### config.mk
export PLATFORM = sky130hd
export DESIGN_NAME = qmm_top
export DESIGN_NICKNAME = d
export VERILOG_FILES = /design/src/logic/qmm_pkg.sv /design/src/logic/qmm_fetch.sv /design/src/logic/qmm_weight_store.sv /design/src/logic/qmm_operand_regs.sv /design/src/logic/qmm_exec.sv /design/src/logic/qmm_top.sv
export VERILOG_INCLUDE_DIRS = /design/src /design/src/logic
export SDC_FILE = /design/constraint.sdc
export NUM_CORES = 2
export LEC_CHECK = 0
export ABC_AREA = 1
export BUFFER_PORTS_ARGS = -buffer_cell sky130_fd_sc_hd__buf_4
export CAP_MARGIN = 10
export CORE_ASPECT_RATIO = 2
export CORE_UTILIZATION = 30
export DETAILED_ROUTE_END_ITERATION = 7
export GPL_TIMING_DRIVEN = 0
export SETUP_SLACK_MARGIN = 0.4
export SYNTH_ARGS = -nofsm -noshare
export SYNTH_HDL_FRONTEND = slang
export SYNTH_SLANG_ARGS = --single-unit
### constraint.sdc
create_clock -name clk -period 25.4 [get_ports clk]
set_input_delay 1.27 -clock clk [delete_from_list [all_inputs] [get_ports clk]]
set_output_delay 1.27 -clock clk [all_outputs]
set_load 0.02 [all_outputs]
### src/logic/qmm_params.svh
`ifndef QMM_PARAMS_SVH
`define QMM_PARAMS_SVH

// Array geometry
`define QMM_LANES 4
`define QMM_ROWS 4
`define QMM_SUBS 2

// Bus and index widths
`define QMM_DW (`QMM_LANES * 8)
`define QMM_AW 12
`define QMM_RAW ($clog2(`QMM_ROWS))
`define QMM_SUBW ($clog2(`QMM_SUBS))
`define QMM_YW (`QMM_ROWS * 8)

// Parameter word fields from the top bits down
`define QMM_SCALE_W 16
`define QMM_ZX_W 8
`define QMM_ZW_W 4
`define QMM_ZO_W 4

`define QMM_SHIFT 12

`endif

### src/logic/qmm_pkg.sv
`default_nettype none

package qmm_pkg;

    // Command opcodes
    typedef enum logic {
        OP_FETCH = 1'b0,
        OP_EXEC  = 1'b1
    } qmm_op_e;

    // Parameter block fetch sequencing
    typedef enum logic [1:0] {
        F_IDLE,
        F_PARAM,   // Reading the quantization word
        F_ROWS,    // Reading weight rows
        F_FINISH   // Done pulse cycle
    } fetch_state_e;

    // Executor sequencing
    typedef enum logic [1:0] {
        E_IDLE,
        E_RUN,     // Issuing row addresses
        E_DRAIN    // Waiting for the last row to leave the pipe
    } exec_state_e;

endpackage

`default_nettype wire

### src/logic/qmm_fetch.sv
`timescale 1ns/100ps
`default_nettype none

`include "qmm_params.svh"

module qmm_fetch (
    input  wire                      clk,
    input  wire                      rst_n,
    input  wire                      i_cmd_valid,
    input  wire qmm_pkg::qmm_op_e    i_cmd_op,
    input  wire [`QMM_SUBW-1:0]      i_cmd_sub,
    input  wire [`QMM_AW-1:0]        i_cmd_addr,
    input  wire [`QMM_DW-1:0]        i_wb_dat,
    input  wire                      i_wb_ack,
    output logic                     o_wb_cyc,
    output logic                     o_wb_stb,
    output logic [`QMM_AW-1:0]       o_wb_adr,
    output logic                     o_q_we,
    output logic [`QMM_DW-1:0]       o_q_word,
    output logic                     o_w_we,
    output logic [`QMM_RAW-1:0]      o_w_addr,
    output logic [`QMM_DW-1:0]       o_w_data,
    output logic [`QMM_SUBW-1:0]     o_wr_sub,
    output logic                     o_fetch_done
);

    import qmm_pkg::*;

    localparam logic [`QMM_RAW-1:0] LAST_ROW = `QMM_RAW'(`QMM_ROWS - 1);

    fetch_state_e        state;
    logic [`QMM_RAW-1:0] row;       // Row index of the read in flight
    logic                rd_ack;    // Read completes on this edge

    assign rd_ack       = o_wb_stb && i_wb_ack;
    assign o_fetch_done = (state == F_FINISH);

    always_ff @(posedge clk, negedge rst_n) begin
        if (!rst_n) begin
            state    <= F_IDLE;
            row      <= '0;
            o_wb_cyc <= 1'b0;
            o_wb_stb <= 1'b0;
            o_wb_adr <= '0;
            o_q_we   <= 1'b0;
            o_w_we   <= 1'b0;
            o_wr_sub <= '0;
        end else begin
            o_q_we <= 1'b0;
            o_w_we <= 1'b0;
            case (state)
                F_IDLE: begin
                    if (i_cmd_valid && i_cmd_op == OP_FETCH) begin
                        o_wr_sub <= i_cmd_sub;
                        o_wb_adr <= i_cmd_addr;    // First word is the parameter word
                        o_wb_cyc <= 1'b1;
                        o_wb_stb <= 1'b1;
                        row      <= '0;
                        state    <= F_PARAM;
                    end
                end
                F_PARAM: begin
                    if (rd_ack) begin
                        o_q_we   <= 1'b1;
                        o_wb_cyc <= 1'b0;
                        o_wb_stb <= 1'b0;
                        o_wb_adr <= o_wb_adr + 1'b1;
                        state    <= F_ROWS;
                    end
                end
                F_ROWS: begin
                    if (!o_wb_stb) begin
                        o_wb_cyc <= 1'b1;          // Gap cycle over
                        o_wb_stb <= 1'b1;
                    end else if (rd_ack) begin
                        o_w_we   <= 1'b1;
                        o_wb_cyc <= 1'b0;
                        o_wb_stb <= 1'b0;
                        o_wb_adr <= o_wb_adr + 1'b1;
                        row      <= row + 1'b1;
                        if (row == LAST_ROW) begin
                            state <= F_FINISH;
                        end
                    end
                end
                F_FINISH: state <= F_IDLE;
                default:  state <= F_IDLE;
            endcase
        end
    end

    // Data taken on the ack edge and steered by the current phase
    always_ff @(posedge clk) begin
        if (rd_ack) begin
            if (state == F_PARAM) begin
                o_q_word <= i_wb_dat;
            end else begin
                o_w_addr <= row;
                o_w_data <= i_wb_dat;
            end
        end
    end

endmodule

`default_nettype wire

### src/logic/qmm_weight_store.sv
`timescale 1ns/100ps
`default_nettype none

`include "qmm_params.svh"

module qmm_weight_store (
    input  wire                              clk,
    input  wire                              i_w_we,
    input  wire [`QMM_SUBW-1:0]              i_wr_sub,
    input  wire [`QMM_RAW-1:0]               i_w_addr,
    input  wire [`QMM_DW-1:0]                i_w_data,
    input  wire [`QMM_SUBS*`QMM_RAW-1:0]     i_rd_addr,
    output logic [`QMM_SUBS*`QMM_DW-1:0]     o_rd_data
);

    for (genvar s = 0; s < `QMM_SUBS; s++) begin : g_bank
        localparam logic [`QMM_SUBW-1:0] BANK_ID = `QMM_SUBW'(s);

        logic [`QMM_DW-1:0] mem [`QMM_ROWS];
        logic [`QMM_DW-1:0] rd_q;

        always_ff @(posedge clk) begin
            if (i_w_we && i_wr_sub == BANK_ID) begin
                mem[i_w_addr] <= i_w_data;
            end
            rd_q <= mem[i_rd_addr[s*`QMM_RAW +: `QMM_RAW]];   // One cycle read latency
        end

        assign o_rd_data[s*`QMM_DW +: `QMM_DW] = rd_q;
    end

endmodule

`default_nettype wire

### src/logic/qmm_operand_regs.sv
`timescale 1ns/100ps
`default_nettype none

`include "qmm_params.svh"

module qmm_operand_regs (
    input  wire                                  clk,
    input  wire                                  rst_n,
    input  wire                                  i_q_we,
    input  wire [`QMM_SUBW-1:0]                  i_wr_sub,
    input  wire [`QMM_DW-1:0]                    i_q_word,
    input  wire [`QMM_SUBS-1:0]                  i_x_we,
    input  wire [`QMM_DW-1:0]                    i_x_data,
    output logic [`QMM_SUBS*`QMM_SCALE_W-1:0]    o_scale,
    output logic [`QMM_SUBS*`QMM_ZX_W-1:0]       o_zx,
    output logic [`QMM_SUBS*`QMM_ZW_W-1:0]       o_zw,
    output logic [`QMM_SUBS*`QMM_ZO_W-1:0]       o_zo,
    output logic [`QMM_SUBS*`QMM_DW-1:0]         o_x
);

    localparam int ZO_LSB = 0;
    localparam int ZW_LSB = ZO_LSB + `QMM_ZO_W;
    localparam int ZX_LSB = ZW_LSB + `QMM_ZW_W;
    localparam int SC_LSB = ZX_LSB + `QMM_ZX_W;

    for (genvar s = 0; s < `QMM_SUBS; s++) begin : g_sub
        localparam logic [`QMM_SUBW-1:0] SUB_ID = `QMM_SUBW'(s);

        logic [`QMM_SCALE_W-1:0] scale_q;
        logic [`QMM_ZX_W-1:0]    zx_q;
        logic [`QMM_ZW_W-1:0]    zw_q;
        logic [`QMM_ZO_W-1:0]    zo_q;
        logic [`QMM_DW-1:0]      x_q;

        always_ff @(posedge clk, negedge rst_n) begin
            if (!rst_n) begin
                scale_q <= '0;
                zx_q    <= '0;
                zw_q    <= '0;
                zo_q    <= '0;
                x_q     <= '0;
            end else begin
                if (i_q_we && i_wr_sub == SUB_ID) begin
                    scale_q <= i_q_word[SC_LSB +: `QMM_SCALE_W];
                    zx_q    <= i_q_word[ZX_LSB +: `QMM_ZX_W];
                    zw_q    <= i_q_word[ZW_LSB +: `QMM_ZW_W];
                    zo_q    <= i_q_word[ZO_LSB +: `QMM_ZO_W];
                end
                if (i_x_we[s]) begin
                    x_q <= i_x_data;
                end
            end
        end

        assign o_scale[s*`QMM_SCALE_W +: `QMM_SCALE_W] = scale_q;
        assign o_zx[s*`QMM_ZX_W +: `QMM_ZX_W]          = zx_q;
        assign o_zw[s*`QMM_ZW_W +: `QMM_ZW_W]          = zw_q;
        assign o_zo[s*`QMM_ZO_W +: `QMM_ZO_W]          = zo_q;
        assign o_x[s*`QMM_DW +: `QMM_DW]               = x_q;
    end

endmodule

`default_nettype wire

### src/logic/qmm_exec.sv
`timescale 1ns/100ps
`default_nettype none

`include "qmm_params.svh"

module qmm_exec #(
    parameter int SUB_ID = 0
) (
    input  wire                        clk,
    input  wire                        rst_n,
    input  wire                        i_cmd_valid,
    input  wire qmm_pkg::qmm_op_e      i_cmd_op,
    input  wire [`QMM_SUBW-1:0]        i_cmd_sub,
    input  wire [`QMM_DW-1:0]          i_x,
    input  wire [`QMM_SCALE_W-1:0]     i_scale,
    input  wire [`QMM_ZX_W-1:0]        i_zx,
    input  wire [`QMM_ZW_W-1:0]        i_zw,
    input  wire [`QMM_ZO_W-1:0]        i_zo,
    input  wire [`QMM_DW-1:0]          i_w_row,
    output logic [`QMM_RAW-1:0]        o_w_addr,
    output logic [`QMM_YW-1:0]         o_y_data,
    output logic                       o_exec_done
);

    import qmm_pkg::*;

    localparam logic [`QMM_SUBW-1:0] MY_SUB   = `QMM_SUBW'(SUB_ID);
    localparam logic [`QMM_RAW-1:0]  LAST_ROW = `QMM_RAW'(`QMM_ROWS - 1);
    localparam int OPW  = 9;                              // Zero-corrected int8
    localparam int SUMW = 2 * OPW + $clog2(`QMM_LANES);   // Row sum
    localparam int MULW = SUMW + `QMM_SCALE_W + 1;        // Row sum times scale

    exec_state_e             state;
    logic                    start;
    logic                    d_vld;   // Weight row valid at the store output
    logic                    s_vld;   // Row sum valid in sum_q
    logic [`QMM_RAW-1:0]     d_row;
    logic [`QMM_RAW-1:0]     s_row;
    logic signed [SUMW-1:0]  dot;
    logic signed [SUMW-1:0]  sum_q;
    logic [7:0]              y_byte;

    assign start = i_cmd_valid && i_cmd_op == OP_EXEC && i_cmd_sub == MY_SUB;

    // Signed dot product of one row against the vector
    always_comb begin
        logic signed [OPW-1:0]   xd;
        logic signed [OPW-1:0]   wd;
        logic signed [2*OPW-1:0] prod;
        dot = '0;
        for (int l = 0; l < `QMM_LANES; l++) begin
            xd   = $signed(i_x[l*8 +: 8]) - $signed(i_zx);
            wd   = $signed(i_w_row[l*8 +: 8]) - $signed(i_zw);
            prod = xd * wd;
            dot  = dot + prod;
        end
    end

    // Requantize to an unsigned byte
    always_comb begin
        logic signed [MULW-1:0] scaled;
        logic signed [MULW-1:0] biased;
        scaled = sum_q * $signed({1'b0, i_scale});
        biased = (scaled >>> `QMM_SHIFT) + $signed({1'b0, i_zo});
        if (biased < 0) begin
            y_byte = 8'd0;
        end else if (biased > 255) begin
            y_byte = 8'd255;
        end else begin
            y_byte = biased[7:0];
        end
    end

    always_ff @(posedge clk) begin
        sum_q <= dot;
    end

    always_ff @(posedge clk, negedge rst_n) begin
        if (!rst_n) begin
            state       <= E_IDLE;
            o_w_addr    <= '0;
            d_vld       <= 1'b0;
            s_vld       <= 1'b0;
            d_row       <= '0;
            s_row       <= '0;
            o_exec_done <= 1'b0;
            o_y_data    <= '0;
        end else begin
            d_vld       <= (state == E_RUN);   // Store answers one cycle later
            d_row       <= o_w_addr;
            s_vld       <= d_vld;
            s_row       <= d_row;
            o_exec_done <= 1'b0;
            if (s_vld) begin
                o_y_data[s_row*8 +: 8] <= y_byte;
            end
            case (state)
                E_IDLE: begin
                    if (start) begin
                        o_w_addr <= '0;
                        state    <= E_RUN;
                    end
                end
                E_RUN: begin
                    if (o_w_addr == LAST_ROW) begin
                        state <= E_DRAIN;
                    end else begin
                        o_w_addr <= o_w_addr + 1'b1;
                    end
                end
                E_DRAIN: begin
                    if (s_vld && s_row == LAST_ROW) begin
                        o_exec_done <= 1'b1;           // Same edge as the last byte
                        state       <= E_IDLE;
                    end
                end
                default: state <= E_IDLE;
            endcase
        end
    end

endmodule

`default_nettype wire

### src/logic/qmm_top.sv
`timescale 1ns/100ps
`default_nettype none

`include "qmm_params.svh"

module qmm_top (
    input  wire                             clk,
    input  wire                             rst_n,
    input  wire                             i_cmd_valid,
    input  wire qmm_pkg::qmm_op_e           i_cmd_op,
    input  wire [`QMM_SUBW-1:0]             i_cmd_sub,
    input  wire [`QMM_AW-1:0]               i_cmd_addr,
    input  wire [`QMM_SUBS-1:0]             i_x_we,
    input  wire [`QMM_DW-1:0]               i_x_data,
    input  wire [`QMM_DW-1:0]               i_wb_dat,
    input  wire                             i_wb_ack,
    output logic                            o_wb_cyc,
    output logic                            o_wb_stb,
    output logic [`QMM_AW-1:0]              o_wb_adr,
    output logic                            o_fetch_done,
    output logic [`QMM_SUBS-1:0]            o_exec_done,
    output logic [`QMM_SUBS*`QMM_YW-1:0]    o_y_data
);

    logic                               q_we;
    logic [`QMM_DW-1:0]                 q_word;
    logic                               w_we;
    logic [`QMM_RAW-1:0]                w_addr;
    logic [`QMM_DW-1:0]                 w_data;
    logic [`QMM_SUBW-1:0]               wr_sub;
    logic [`QMM_SUBS*`QMM_RAW-1:0]      rd_addr;
    logic [`QMM_SUBS*`QMM_DW-1:0]       rd_data;
    logic [`QMM_SUBS*`QMM_SCALE_W-1:0]  scale;
    logic [`QMM_SUBS*`QMM_ZX_W-1:0]     zx;
    logic [`QMM_SUBS*`QMM_ZW_W-1:0]     zw;
    logic [`QMM_SUBS*`QMM_ZO_W-1:0]     zo;
    logic [`QMM_SUBS*`QMM_DW-1:0]       x;

    qmm_fetch u_fetch (
        .clk          (clk),
        .rst_n        (rst_n),
        .i_cmd_valid  (i_cmd_valid),
        .i_cmd_op     (i_cmd_op),
        .i_cmd_sub    (i_cmd_sub),
        .i_cmd_addr   (i_cmd_addr),
        .i_wb_dat     (i_wb_dat),
        .i_wb_ack     (i_wb_ack),
        .o_wb_cyc     (o_wb_cyc),
        .o_wb_stb     (o_wb_stb),
        .o_wb_adr     (o_wb_adr),
        .o_q_we       (q_we),
        .o_q_word     (q_word),
        .o_w_we       (w_we),
        .o_w_addr     (w_addr),
        .o_w_data     (w_data),
        .o_wr_sub     (wr_sub),
        .o_fetch_done (o_fetch_done)
    );

    qmm_weight_store u_wstore (
        .clk       (clk),
        .i_w_we    (w_we),
        .i_wr_sub  (wr_sub),
        .i_w_addr  (w_addr),
        .i_w_data  (w_data),
        .i_rd_addr (rd_addr),
        .o_rd_data (rd_data)
    );

    qmm_operand_regs u_oregs (
        .clk      (clk),
        .rst_n    (rst_n),
        .i_q_we   (q_we),
        .i_wr_sub (wr_sub),
        .i_q_word (q_word),
        .i_x_we   (i_x_we),
        .i_x_data (i_x_data),
        .o_scale  (scale),
        .o_zx     (zx),
        .o_zw     (zw),
        .o_zo     (zo),
        .o_x      (x)
    );

    for (genvar s = 0; s < `QMM_SUBS; s++) begin : g_exec
        qmm_exec #(.SUB_ID(s)) u_exec (
            .clk         (clk),
            .rst_n       (rst_n),
            .i_cmd_valid (i_cmd_valid),
            .i_cmd_op    (i_cmd_op),
            .i_cmd_sub   (i_cmd_sub),
            .i_x         (x[s*`QMM_DW +: `QMM_DW]),
            .i_scale     (scale[s*`QMM_SCALE_W +: `QMM_SCALE_W]),
            .i_zx        (zx[s*`QMM_ZX_W +: `QMM_ZX_W]),
            .i_zw        (zw[s*`QMM_ZW_W +: `QMM_ZW_W]),
            .i_zo        (zo[s*`QMM_ZO_W +: `QMM_ZO_W]),
            .i_w_row     (rd_data[s*`QMM_DW +: `QMM_DW]),
            .o_w_addr    (rd_addr[s*`QMM_RAW +: `QMM_RAW]),
            .o_y_data    (o_y_data[s*`QMM_YW +: `QMM_YW]),
            .o_exec_done (o_exec_done[s])
        );
    end

endmodule

`default_nettype wire

==> impl_metrics.py <==
metrics = {
    "outcome": {
        "status": "finished, violations left",
        "violations": "max-capacitance violations, max-slew violations",
    },
    "global_route": {
        "grtUsageTotal": 0.207,
        "antenna_found_initial": 57,
        "grt_pass1_wl_um": 413000,
        "grt_pass1_vias": 67300,
        "grt_max_degree": 104,
        "overflow": 0,
        "use_met3": 0.0332,
        "use_met1": 0.169,
        "busiest_layer": "met2",
        "globalRouteMet2Util": 0.409,
    },
    "floorplanning": {
        "io_pins": 165,
        "die_h_um": 739,
        "dieWidth_um": 370,
        "start_util": 0.301,
        "core_region_area_um2": 270000,
        "die_area_um2": 274000,
        "placementRows": 270,
    },
    "setup_path": {
        "crit_path_frequent_cell": "fa_1",
        "r2r-start": "u_oregs.g_sub[1].zx_q[1]$_DFFE_PN0P_",
        "critPathLaunchType": "register",
        "crit_type": "register to register",
        "critical-path-slowest-cell": "xor2_1",
        "cp_max_fo": 12,
        "crit_path_end_kind": "register",
        "startpoint": "u_oregs.g_sub[1].zx_q[1]$_DFFE_PN0P_",
        "max_stage_delay_ns": 1.29,
        "arrival_ns": 11.75,
        "required_ns": 25.87,
    },
    "route": {
        "via_count": 61400,
        "drt_iter0_drc": 2813,
        "post_drt_wl_per_cell_um": 21.2,
        "wirelength_um": 279000,
        "drcViolationCount": 0,
        "drtPass1Iterations": 6,
        "vias_per_cell": 4.66,
        "postRouteAntennaNets": 0,
    },
    "place": {
        "portBuffers": 162,
        "gp_congestion": 1.01,
        "dp_hpwl_um": 246000,
    },
    "yosys": {
        "synth_cell_types": 53,
        "syn_avg_cell_area_um2": 8.79,
        "synth_area_um2": 81400,
        "synth_top_cell_area_share": 0.354,
        "ys_seq_elements": 661,
        "synth_mux_area_frac": 0.00774,
        "syn_nets": 11300,
        "synthFlopType": "edfxtp_1",
        "yosys_warnings": 0,
        "yosys.area_share.xor_xnor": 0.0161,
        "synth_adder_area_share": 0.437,
        "synth_enable_flop_cells": 322,
        "synth-compound-area-share": 0.0430,
        "yosysTopAreaCell": "fa_1",
        "yosysSeqAreaShare": 0.217,
        "synthSimpleGateAreaFrac": 0.151,
        "synthCells": 9269,
        "synth_top_family_by_area": "adder cells",
        "ys_top_cells_by_area": "fa_1 (35%), edfxtp_1 (12%), inv_1 (12%)",
        "async_flop_share": 0.356,
    },
    "sta": {
        "setup_viol": 0,
        "max_freq_ghz": 0.0886,
        "max_slew_margin": -0.135,
        "fin_crit_ns": 11.28,
        "fin_worst_skew_ns": 0.0496,
        "finalSetupTns_ns": 0,
        "layout_worst_path_cycle_share": 0.444,
        "grt_setup_unrepaired": "no",
        "finalMaxSlewViolations": 47,
        "hold_viol": 0,
        "tightest_slew_ns": 1.70,
    },
    "run": {
        "cap_violations": 3,
    },
    "clock_tree": {
        "tritoncts": "done",
        "cts_sinks": 661,
        "cts_inserted_buffers": 57,
        "cts.path.max_buffers": 3,
        "cts_resized": 0,
        "cts-root-buf": "clkbuf_16",
        "clk_latency_ns": 0.74,
        "htree_levels": 2,
        "post_cts_buffers": 0,
        "cts.clk_slew.worst_paths_ns": 0.08,
        "hold_buffers": 0,
    },
    "final_layout": {
        "nets": 11600,
        "drive_gt1_frac": 0.0549,
        "area_growth_pct": 10.4,
    },
    "min_path": {
        "hold_path_class": "register to register",
        "hold_path_startpoint": "g_exec[0].u_exec.d_vld$_DFF_PN0_",
    },
}
-- Yosys cell counts (5+ instances only) --
cell type	n
nand2_1	1974
clkbuf_1	221
nand3_1	167
edfxtp_1	322
ha_1	540
or2_2	69
o21bai_1	50
nand3_2	7
a22oi_1	19
a31oi_1	10
o21ai_0	284
dfxtp_1	104
clkinv_1	11
fa_1	1440
nand4_2	8
nor2_1	578
o21ai_1	9
inv_1	2529
xnor2_1	53
dfrtp_1	235
nor2_2	22
nor3_1	43
nand4_1	70
xor2_1	97
nand3b_1	5
mux2_2	56
nor2_4	11
nand2_2	20
and2_1	19
o22ai_1	68
inv_2	12
a21oi_1	181
-- path summary, 6_finish.rpt --
path,endpoint,slack [ns],cells after the start
worst max-delay path,g_exec[1].u_exec.sum_q[19]$_DFF_P_,14.12,36
worst min-delay path,g_exec[0].u_exec.s_vld$_DFF_PN0_,0.35,0
worst max register to register,g_exec[1].u_exec.sum_q[19]$_DFF_P_,14.12,36
worst min register to register,g_exec[0].u_exec.s_vld$_DFF_PN0_,0.35,0
max in group asynchronous,u_oregs.g_sub[1].zw_q[0]$_DFFE_PN0P_,23.48,3
min in group asynchronous,g_exec[1].u_exec.o_y_data[12]$_DFFE_PN0P_,0.44,1
-- cells in the final DEF, fill, tap and decap left out, drive strengths merged, types with 69 or more instances in the layout --
cell type  instances
nor2             612
buf              202
a21oi            183
fa              1440
edfxtp           322
clkbuf           295
o21ai            294
dfxtp            104
inv             2546
ha               540
dfrtp            235
nand3            174
diode             71
nand4             78
or2               69
nand2           1995
xor2              97
-- metal layers --
layer,vias up,wire [um]
met3,986,11600
li1,27800,-
met5,-,363
met1,30800,79300
met2,1649,157000
met4,58,30800
-- cells by family after synthesis --
family / after synthesis
flip-flops: 661
adder cells (fa/ha/maj): 1980
multiplexers: 56
AND/OR/NAND/NOR: 3007
buffers and inverters: 2778
XOR/XNOR: 150
AO/OA/AOI/OAI: 637
-- worst max-delay path, delay by kind of cell (launching register included) --
family	cells	cell delay, ns
AO/OA/AOI/OAI	8	1.86
XOR/XNOR	2	2.08
adder cells (fa/ha/maj)	10	4.67
buffers and inverters	7	1.02
flip-flops	1	0.38
AND/OR/NAND/NOR	9	0.97
-- sequential cells by signal (all words and copies together), names as in the netlist, 12 cells and up --
| register | cells |
|---|---|
| u_wstore.g_bank.mem | 256 |
| g_exec.u_exec.o_y_data | 64 |
| u_oregs.g_sub.x_q | 64 |
| u_wstore.g_bank.rd_q | 64 |
| g_exec.u_exec.sum_q | 40 |
| u_fetch.o_q_word | 32 |
| u_fetch.o_w_data | 32 |
| u_oregs.g_sub.scale_q | 32 |
| u_oregs.g_sub.zx_q | 16 |
| u_fetch.o_wb_adr | 12 |
-- stage by stage --
stage               worst slack (ns)  utilization  cell area [um^2]  hold WS, ns  instances
floorplan                      17.21            -             81400        0.331       9269
global placement               14.42        0.322             87100        0.332      13000
detailed placement             14.40        0.324             87600        0.336      13000
CTS                            14.36        0.332             89700        0.351      13100
global route                   13.82        0.332             89900        0.357      13200
finish                         14.12        0.333             89900        0.350      13200
-- final cells by class --
| class | count | area, um^2 |
|---|---|---|
| Timing Repair Buffer | 197 | 1670 |
| Multi-Input combinational cell | 5830 | 53500 |
| Antenna cell | 71 | 178 |
| Clock inverter | 34 | 533 |
| Buffer | 226 | 862 |
| Inverter | 2552 | 9580 |
| Sequential cell | 661 | 17600 |
| Fill cell | 28400 | 180000 |
| Clock buffer | 74 | 1570 |
| Tap cell | 3536 | 4420 |
Power is not shown: default switching activity piles up to over one toggle a cycle in this logic, so the estimate is an artifact.
